<file path="src/logic/progress_pkg.sv">
// Progress controller package with microcode control, shift status and bus request types
package progress_pkg;

   // Bus address word and byte-select vector
   typedef logic [31:0] addr_t;
   typedef logic [3:0]  sel_t;

   // Microcode control bits for the current step, 12 bits in all
   typedef struct packed {
      logic [3:0] wr_sel;      // RAM write-address select
      logic       latch_sel;   // Latch byte selects
      logic       q_en;        // Part of Q-register enable
      logic       read_in;     // Read the input
      logic       repeat_shr;  // Repeat shift right until it completes
      logic       bus_start;   // May start a strobe
      logic       bus_write;   // May start a write
      logic       write_hold;  // Write enables clear when low
      logic       word_store;  // Word store, must be word aligned
   } ucode_ctrl_t;

   // Shift status from the shifter
   typedef struct packed {
      logic last_shift;        // Final step of a shift
      logic reg_last_shift;    // Registered copy, inhibits the RAM write
   } shift_stat_t;

   // Bus request outputs
   typedef struct packed {
      logic stb_io;            // I/O strobe
      logic stb_sram;          // SRAM strobe
      logic we;                // Write enable to SRAM or I/O
      logic ctrlreg_we;        // Control-register write enable
   } bus_req_t;

   // Write-select codes that shape the byte selects
   localparam logic [3:0] WRSEL_HALF = 4'b0001;  // Halfword store
   localparam logic [3:0] WRSEL_BYTE = 4'b0010;  // Byte store

   // Address regions, matched against the top address bits
   localparam logic       REGION_SRAM = 1'b1;     // addr[31]
   localparam logic [1:0] REGION_IO   = 2'b01;    // addr[31:30]
   localparam logic [3:0] REGION_CTRL = 4'b0010;  // addr[31:28]

   // Anything not matched above is neither memory nor I/O
   // The control-register region overlaps neither of the other two

endpackage

</file>
<file path="src/logic/byte_select.sv">
// Byte select decoder, latches the byte selects and the active-low RAM byte mask
`timescale 1ns/1ps

module byte_select (
   input  logic                      clk,
   input  logic                      RST_I,
   input  progress_pkg::ucode_ctrl_t ctrl,     // Microcode control for this step
   input  logic [1:0]                addr_lo,  // Byte offset within the word
   output progress_pkg::sel_t        sel_o,    // Byte selects to SRAM and I/O
   output progress_pkg::sel_t        bmask     // Same selects, active low, for on-chip RAM
);

   import progress_pkg::*;

   sel_t sel_d;  // Decoded select, before the latch

   // Decode write-select code and byte offset
   always_comb begin
      case (ctrl.wr_sel)
         WRSEL_HALF: begin
            case (addr_lo)
               2'd0:    sel_d = 4'b0011;  // Lower halfword
               2'd2:    sel_d = 4'b1100;  // Upper halfword
               default: sel_d = 4'b1111;  // Odd halfword offset, treat as word
            endcase
         end
         WRSEL_BYTE: begin
            sel_d = 4'b0001 << addr_lo;   // One-hot at byte offset
         end
         default: begin
            sel_d = 4'b1111;              // Full word
         end
      endcase
   end

   // Latch select and its inverse together
   always_ff @(posedge clk) begin
      if (RST_I) begin
         sel_o <= 4'h0;
         bmask <= 4'hf;                   // All bytes masked after reset
      end else if (ctrl.latch_sel) begin
         sel_o <= sel_d;
         bmask <= ~sel_d;
      end
   end

   // RAM mask must always mirror the bus byte selects
   a_sel_mask_inverse: assert property (
      @(posedge clk) disable iff (RST_I)
      sel_o == ~bmask
   ) else $error("byte_select: sel_o and bmask out of step");

endmodule

</file>
<file path="src/logic/bus_request.sv">
// Bus request block, drives the I/O and SRAM strobes and the write enables
`timescale 1ns/1ps

module bus_request #(
   parameter bit SRAM_PRESENT    = 1'b1,  // SRAM strobe stays low when 0
   parameter bit CTRLREG_PRESENT = 1'b1   // Control-register write enable stays low when 0
) (
   input  logic                      clk,
   input  logic                      RST_I,
   input  logic                      core_running,  // Core out of reset and executing
   input  progress_pkg::ucode_ctrl_t ctrl,          // Microcode control for this step
   input  progress_pkg::addr_t       addr,          // Bus address
   input  logic                      bus_error,     // Aborts the current access
   input  logic                      qack,          // Qualified I/O acknowledge
   input  logic                      sram_ack,      // SRAM acknowledge
   output progress_pkg::bus_req_t    req            // Strobes and write enables
);

   import progress_pkg::*;

   logic bad_align;       // Access must not reach the bus
   logic in_sram;         // Address decodes to SRAM
   logic in_io;           // Address decodes to I/O
   logic in_ctrl;         // Address decodes to control registers
   logic stb_io_q;
   logic stb_sram_q;
   logic we_q;
   logic ctrlreg_we_q;
   logic stb_io_d;
   logic stb_sram_d;
   logic we_d;
   logic ctrlreg_we_d;
   logic we_clr;          // Clear both write enables

   // Not running, or a word store off a word boundary
   assign bad_align = ~core_running | (ctrl.word_store & (|addr[1:0]));

   // Region decode from the top address bits
   assign in_sram = (addr[31] == REGION_SRAM);
   assign in_io   = (addr[31:30] == REGION_IO);
   assign in_ctrl = (addr[31:28] == REGION_CTRL);

   // Set on a start into the region, hold until acknowledged
   assign stb_io_d   = (ctrl.bus_start & in_io & ~bad_align) | (stb_io_q & ~qack);
   assign stb_sram_d = SRAM_PRESENT
                     & ((ctrl.bus_start & in_sram & ~bad_align) | (stb_sram_q & ~sram_ack));

   // A control-register write is also a bus write
   assign ctrlreg_we_d = CTRLREG_PRESENT & in_ctrl & ~bad_align;
   assign we_d         = ((in_sram | in_io) & ~bad_align) | ctrlreg_we_d;
   assign we_clr       = RST_I | bus_error | ~ctrl.write_hold;

   // Strobe registers
   always_ff @(posedge clk) begin
      if (RST_I || bus_error) begin
         stb_io_q   <= 1'b0;   // Error abandons the access
         stb_sram_q <= 1'b0;
      end else begin
         stb_io_q   <= stb_io_d;
         stb_sram_q <= stb_sram_d;
      end
   end

   // Write-enable registers
   always_ff @(posedge clk) begin
      if (we_clr) begin
         we_q         <= 1'b0;
         ctrlreg_we_q <= 1'b0;
      end else if (ctrl.bus_write) begin  // bus_error already covered by we_clr
         we_q         <= we_d;
         ctrlreg_we_q <= ctrlreg_we_d;
      end
   end

   assign req = '{
      stb_io:     stb_io_q,
      stb_sram:   stb_sram_q,
      we:         we_q,
      ctrlreg_we: ctrlreg_we_q
   };

   // Only one access can be in flight
   a_one_strobe: assert property (
      @(posedge clk) disable iff (RST_I)
      !(req.stb_io && req.stb_sram)
   ) else $error("bus_request: I/O and SRAM strobes high together");

   // Control-register write rides on a normal write
   a_ctrlreg_we: assert property (
      @(posedge clk) disable iff (RST_I)
      req.ctrlreg_we |-> req.we
   ) else $error("bus_request: ctrlreg_we without we");

endmodule

</file>
<file path="src/logic/ack_qualifier.sv">
// Acknowledge qualifier that tolerates a slave holding its acknowledge high
`timescale 1ns/1ps

module ack_qualifier #(
   parameter bit ACK_HELD_RULE   = 1'b1,  // Use the held-acknowledge machine
   parameter bit CTRLREG_PRESENT = 1'b1   // Honour the system-register acknowledge
) (
   input  logic clk,
   input  logic RST_I,
   input  logic ack_i,       // Acknowledge from the I/O slave
   input  logic sysreg_ack,  // Acknowledge from the system registers
   input  logic stb_io,      // Current I/O strobe
   output logic qack         // Qualified acknowledge
);

   logic sys_ack;  // System-register acknowledge, if present

   assign sys_ack = CTRLREG_PRESENT & sysreg_ack;

   generate
      if (ACK_HELD_RULE) begin : g_held
         logic held;      // Slave seen holding ack without a strobe
         logic held_d;

         /*
          * An ack without a strobe means the slave keeps ack asserted
          * all the time. In that state the strobe itself stands in for
          * the ack. Once ack drops we trust the slave again.
          *
          *   state   ack_i stb_io   next
          *   normal    1     0      held
          *   normal    x     x      normal otherwise
          *   held      1     x      held
          *   held      0     x      normal
          */
         assign held_d = ack_i & (held | ~stb_io);

         always_ff @(posedge clk) begin
            if (RST_I) begin
               held <= 1'b0;
            end else begin
               held <= held_d;
            end
         end

         // Held state follows the strobe and normal state needs both
         always_comb begin
            if (sys_ack) begin
               qack = 1'b1;
            end else if (held) begin
               qack = stb_io;
            end else begin
               qack = ack_i & stb_io;
            end
         end
      end else begin : g_plain
         assign qack = ack_i | sys_ack;  // Plain OR of the acknowledges
      end
   endgenerate

endmodule

</file>
<file path="src/logic/ucode_progress.sv">
// Microcode progress logic, gates the sequencer, the Q register and the RAM write
`timescale 1ns/1ps

module ucode_progress (
   input  logic                      core_running,   // Core executing
   input  progress_pkg::ucode_ctrl_t ctrl,           // Microcode control for this step
   input  progress_pkg::shift_stat_t shift,          // Shift completion status
   input  progress_pkg::bus_req_t    req,            // Current bus request
   input  logic                      bus_error,      // Bus error, forces progress
   output logic                      progress_ucode, // Sequencer may advance
   output logic                      ena_q,          // Q register loads
   output logic                      iwe             // On-chip RAM write enable
);

   logic stb_pending;   // A strobe waits for its acknowledge
   logic shift_done;    // Either no repeat requested or the shift has ended
   logic q_request;     // Microcode asks for a Q update
   logic iwe_block;     // Conditions that keep the RAM from writing

   assign stb_pending = req.stb_io | req.stb_sram;

   // Repeated shift-right holds the step until the last shift
   assign shift_done = ~ctrl.repeat_shr | shift.last_shift | shift.reg_last_shift;

   // Advance when nothing waits, always on an error so the trap code runs
   assign progress_ucode = (shift_done & ~stb_pending) | bus_error;

   /*
    * Q codes from the microcode
    *   read_in q_en
    *      0     0    hold
    *      0     1    shift, load, clear
    *      1     x    sample input
    * Q is frozen on the last shift and while the bus is busy
    */
   assign q_request = ctrl.q_en | ctrl.read_in;
   assign ena_q     = q_request & ~shift.last_shift & ~stb_pending;

   /*
    * RAM writes are the default, except
    *   latch_sel        step only sets up the byte selects
    *   req.we           data goes to SRAM or I/O instead
    *   reg_last_shift   shift result must not be stored
    * Qualified with core_running so nothing is written before start
    */
   assign iwe_block = ctrl.latch_sel | req.we | shift.reg_last_shift;
   assign iwe       = core_running & ~iwe_block;

endmodule

</file>
<file path="src/logic/progress_ctrl.sv">
// Progress controller top level, joins byte selects, bus requests, ack qualifier and ucode gating
`timescale 1ns/1ps

module progress_ctrl #(
   parameter bit SRAM_PRESENT    = 1'b1,  // SRAM attached
   parameter bit CTRLREG_PRESENT = 1'b1,  // Control registers attached
   parameter bit ACK_HELD_RULE   = 1'b1   // Tolerate a held acknowledge
) (
   input  logic                      clk,
   input  logic                      RST_I,
   input  logic                      core_running,   // Core executing
   input  progress_pkg::ucode_ctrl_t ctrl,           // Microcode control for this step
   input  progress_pkg::shift_stat_t shift,          // Shifter status
   input  progress_pkg::addr_t       addr,           // Bus address
   input  logic                      bus_error,      // Bus error
   input  logic                      ack_i,          // I/O acknowledge
   input  logic                      sysreg_ack,     // System-register acknowledge
   input  logic                      sram_ack,       // SRAM acknowledge
   output progress_pkg::sel_t        sel_o,          // Byte selects
   output progress_pkg::sel_t        bmask,          // Active-low RAM byte mask
   output progress_pkg::bus_req_t    req,            // Strobes and write enables
   output logic                      qack,           // Qualified acknowledge
   output logic                      progress_ucode, // Sequencer advance
   output logic                      ena_q,          // Q register enable
   output logic                      iwe             // On-chip RAM write enable
);

   // Byte selects latched from the low address bits
   byte_select u_byte_select (
      .clk     (clk),
      .RST_I   (RST_I),
      .ctrl    (ctrl),
      .addr_lo (addr[1:0]),
      .sel_o   (sel_o),
      .bmask   (bmask)
   );

   // Strobes and write enables
   bus_request #(
      .SRAM_PRESENT    (SRAM_PRESENT),
      .CTRLREG_PRESENT (CTRLREG_PRESENT)
   ) u_bus_request (
      .clk          (clk),
      .RST_I        (RST_I),
      .core_running (core_running),
      .ctrl         (ctrl),
      .addr         (addr),
      .bus_error    (bus_error),
      .qack         (qack),        // Ends the I/O strobe
      .sram_ack     (sram_ack),
      .req          (req)
   );

   // Acknowledge cleanup for the I/O side
   ack_qualifier #(
      .ACK_HELD_RULE   (ACK_HELD_RULE),
      .CTRLREG_PRESENT (CTRLREG_PRESENT)
   ) u_ack_qualifier (
      .clk        (clk),
      .RST_I      (RST_I),
      .ack_i      (ack_i),
      .sysreg_ack (sysreg_ack),
      .stb_io     (req.stb_io),
      .qack       (qack)
   );

   // Sequencer, Q and RAM write gating
   ucode_progress u_ucode_progress (
      .core_running   (core_running),
      .ctrl           (ctrl),
      .shift          (shift),
      .req            (req),
      .bus_error      (bus_error),
      .progress_ucode (progress_ucode),
      .ena_q          (ena_q),
      .iwe            (iwe)
   );

endmodule

</file>
<file path="config.mk">
export PLATFORM = sky130hd
export DESIGN_NAME = progress_ctrl
export DESIGN_NICKNAME = d
export VERILOG_FILES = /design/src/logic/progress_pkg.sv /design/src/logic/byte_select.sv /design/src/logic/bus_request.sv /design/src/logic/ack_qualifier.sv /design/src/logic/ucode_progress.sv /design/src/logic/progress_ctrl.sv
export SDC_FILE = /design/constraint.sdc
export NUM_CORES = 1
export LEC_CHECK = 0
export BUFFER_PORTS_ARGS = -buffer_cell sky130_fd_sc_hd__buf_2
export CAP_MARGIN = 15
export CORE_UTILIZATION = 37
export CTS_CLUSTER_DIAMETER = 150
export DETAILED_ROUTE_END_ITERATION = 10
export PLACE_DENSITY = 0.92
export REMOVE_ABC_BUFFERS = 1
export SLEW_MARGIN = 20
export SYNTH_ARGS = -nofsm -noshare
export SYNTH_HDL_FRONTEND = slang
export SYNTH_SLANG_ARGS = --single-unit
</file>
<file path="constraint.sdc">
create_clock -name clk -period 2.2 [get_ports clk]
set_input_delay 0.44 -clock clk [delete_from_list [all_inputs] [get_ports clk]]
set_output_delay 0.44 -clock clk [all_outputs]
set_load 0.01 [all_outputs]
</file>
; ---- Yosys cells after proc, flatten, opt, wreduce, memory -nomap -nowiden
; Index checks and enable logic that the tools add are counted.
[totals]
register_bits = 13
inputBits = 53
out_inout_bits = 16
word_cells = 61
[classes]
eq_ne = 5
n_shift = 1
muxes = 4
n_bitwise = 41
n_reduce_logical = 3
[op_table]
columns = cell, n
row1 = 4-bit case mux with 2 select lines, 2
row2 = 1-bit AND, 15
row3 = 1-bit OR, 15
row4 = 1-bit NOT, 10
row5 = 4-bit by 2-bit == test with 1-bit output (second input constant), 2
row6 = 4-bit by 1-bit == test with 1-bit output (second input constant), 1
row7 = 4-bit NOT, 1
row8 = 1-bit by 2-bit left shift with 4-bit output (first input constant), 1
row9 = 2-bit by 1-bit == test with 1-bit output (second input constant), 1
row10 = 2-bit == test (second input constant), 1
row11 = 2-bit zero test, 1
row12 = 1-bit 2-to-1 mux, 2
row13 = 2-bit OR reduction, 1
row14 = 1-bit logical OR, 1

; ---- Logic depth before layout (Yosys ltp)
[depth]
ltp_word = 6
ltp_mapped = 4
depth_no_buf = 3

; ---- Modules after synthesis
; A second synthesis with hierarchy kept.
[unflattened]
hier_cells = 74
hier_area_um2 = 711.9
[by_module_without_submodules]
columns = module, n_inst, cells_each, area_per_inst_um2
row1 = byte_select, 1, 36, 361.6
row2 = bus_request, 1, 27, 240.2
row3 = ucode_progress, 1, 6, 60.1
row4 = ack_qualifier, 1, 5, 50.0

; ---- Worst setup path before layout
; Ideal clock, no wire load.
[synth_timing]
path_kind = input port to output port
from = input port ctrl[7] (netlist bit)
to = output port iwe
arrival_time_ps = 1043
path_slack_ps = 717
cell_stages = 2
path_buffers = 1
cell_sequence = buf_6 nor4b_1
[synth_between]
elab_chain_len = 4
[synth_rtl]
columns = element, line_no
row1 = from (decl), progress_ctrl.sv:12  ; input progress_pkg::ucode_ctrl_t ctrl,
row2 = 1-bit OR (2 in series), ucode_progress.sv:46  ; assign iwe_block = ctrl.latch_sel | req.we | shift.reg_last_shift;
row3 = 1-bit NOT, ucode_progress.sv:47  ; assign iwe = core_running & ~iwe_block;
row4 = 1-bit AND, ucode_progress.sv:47
row5 = to (decl), progress_ctrl.sv:25  ; output logic iwe
; Every way passes these cells.

; ---- Worst setup path after layout
[layout_timing]
from = register u_bus_request.stb_io_q
to = output port progress_ucode
[layout_between]
elab_chain_len = 4
[layout_rtl]
columns = element, line_no
row1 = from (decl), bus_request.sv:25  ; logic stb_io_q;
row2 = from (signal assigned), bus_request.sv:59  ; stb_io_q <= stb_io_d;
row3 = 1-bit OR, ucode_progress.sv:20  ; assign stb_pending = req.stb_io | req.stb_sram;
row4 = 1-bit NOT, ucode_progress.sv:26  ; assign progress_ucode = (shift_done & ~stb_pending) | bus_error;
row5 = 1-bit AND, ucode_progress.sv:26
row6 = 1-bit OR, ucode_progress.sv:26
row7 = to (decl), progress_ctrl.sv:23  ; output logic progress_ucode,
; Every way passes these cells.

==> run metrics <==
Synth async-reset ratio 0; clock-pin slew on the worst setup and hold paths 0.07 ns; total power 0.4920 mW; pre-CTS setup slack about 0.57 ns; crit path capture type output port; Initial DRC Count 3; cell area after placement 879.6 um2; met3 Use GR 0.01200; Worst Hold Launch bus_error; Post-CTS Resized 0; synthesized area per cell ~9 um2; DPL Wire Length 1304 um; top-area cell type share of the netlist area 0.3810; H-tree depth 1; Synth area leader dfxtp_1; hold_buf cts 0; synth cell count leaders 13 x dfxtp_1, 5 x nor2_1, 5 x nor2b_1; Post-synth EDFFs 0; Setup Buffers After CTS 0; maximum fanout along the worst path 6; main flop type after synthesis dfxtp_1; Initial Util 0.3957; later-pin clock latency in the skew report 0.27 ns; Core Footprint around 1700 um2; input/output buffers 42; reg-to-reg startpoint u_bus_request.stb_io_q; Pwr Density 543.2 nW/um2; fin crit share 0.7244; fin. max-slew vios 0; final setup vio count 0; vias per inst 5.007; CP peak stage delay 0.40 ns; Sw Ratio 0.2545; Cells after Synth 76; Antenna Nets Post-Route 0; skew final 0.0002499 ns; Max clock buf depth 2; # clock sinks 13; Max Fclk 0.6275 GHz; Design Area, Final around 900 um2; Root Buffer clkbuf_4; Max-slew headroom 0.6916; post-synth cell types 31; critical path class flip-flop to output port; status finished clean; layout cells sized above 1 0.4310; first-pass GRT wire length 2401 um; initial antenna violation count 0; Synth Cell Area 683.2 um2; Hold Vio Cnt, Final 0; max cap viols 0; Seq pwr share 0.519; total CTS buffers 3; gr ovfl total 0; Area Overhead vs Synth 32.60%; Critical Path, Cell by Cell a211oi_1 > or2_2 > buf_2; worst-margin pin slew 0.4578 ns; vias in the first global route 615; Internal ~0.37 mW; clock power share 0.285; count of state elements after synthesis 13; WL per Instance 11.50 um; critical path launch point u_bus_request.stb_io_q; die width 44.97 um; utilization after layout 0.5246; met1 Usage GRT 0.1802; Placer Congestion 0.7589; top cells by area, synth dfxtp_1 38%, nor2b_1 4.6%, buf_4 4.4%; Worst EP required 1.76 ns; Final Non-Filler Cells 141; RSZ-0062 raised after global routing false; Setup crit start kind flip-flop; drt drc 0; top-count cell post-synth dfxtp_1; CTS tree yes; combinational group share of total power 0.196; GRT Resource Usage Total 0.1650; register area share after synthesis 0.3810; setup TNS 0 ns; Fill cells 172; ant diodes 0; I/O pin cnt 69; dpl cells 137; DRT Wirelength 1621 um; Syn. warnings 0; met2 Use GR 0.2928; Hold WC Path Type primary input to flip-flop; Final WS setup between 0.6 and 0.7 ns; Peak VDD IR 0.2387 mV; worst hold margin 0.3787 ns; DIE AREA between 2000 and 2500 um2; min cycle time layout 1.594 ns; Worst path slowest cell dfxtp_1; GRT Max-Usage Layer met2; vias 706; largest net degree at the start of global routing 11; NetSw 0.1252 mW; DIE HEIGHT 44.97 um; DRT Pass-1 Iters 4; leakage 0.4131 nW; CP arrival between 1 and 1.5 ns; Final nets 170; FP Rows 15
critical path: cells and delay by family, from the launching register on:
family / cells / cell delay, ns
compound gates: 1 / 0.07
buf+inv: 1 / 0.14
flops: 1 / 0.40
simple gates: 1 / 0.27
per-layer routing:
metal	wire length, um	vias to the layer above
met5	0	-
li1	-	364
met4	20	0
met1	720	303
met2	734	37
met3	146	2
cell families (layout without fill, tap and decap cells):
group           Yosys count  in the layout  synth area share
compound gates           18             18            0.1996
buf+inv                  10             50           0.08790
flops                    13             13            0.3810
simple gates             35             35            0.3315
path summary, 6_finish.rpt:
check                                                   to  slack (ns)  cells past startpoint
worst max-delay path                        progress_ucode        0.61                      3
worst min-delay path                u_bus_request.stb_io_q        0.38                      2
worst max register to register      u_bus_request.stb_io_q        1.22                      3
worst min register to register  u_bus_request.ctrlreg_we_q        0.47                      2
cells in the final DEF (no fill, tap or decap), drive strengths merged, types with 2 or more instances in the layout:
cell type / instances
a211oi: 2
a21oi: 3
buf: 42
clkbuf: 4
dfxtp: 13
inv: 4
nand2: 2
nand2b: 3
nand3b: 2
nor2: 5
nor2b: 5
nor3: 4
nor3b: 5
nor4: 2
nor4b: 2
o21ai: 3
o221a: 2
o221ai: 2
or3b: 2
state kept, by name (all words and copies together), names as in the netlist:
name                         count
u_byte_select.bmask              4
u_byte_select.sel_o              4
u_ack_qualifier.g_held.held      1
u_bus_request.ctrlreg_we_q       1
u_bus_request.stb_io_q           1
u_bus_request.stb_sram_q         1
u_bus_request.we_q               1
power by group through the flow:
stage	Sequential [mW]	Clock (mW)	Combinational [mW]
global route	0.257	0.156	0.106
CTS	0.256	0.146	0.0968
floorplan	0.266	0	0.0360
detailed placement	0.261	0	0.0964
finish	0.255	0.140	0.0965
global placement	0.261	0	0.0939
cell type report:
type                       count  area (um2)  area share
multi-input combinational     53       362.8      0.4006
sequential                    13       260.3      0.2873
timing repair buffer          42       210.2      0.2320
tap                           25       31.28     0.03453
clock buffer                   4       26.28     0.02901
inverter                       4       15.01     0.01657
No activity file was read; power rests on OpenSTA's default activity.
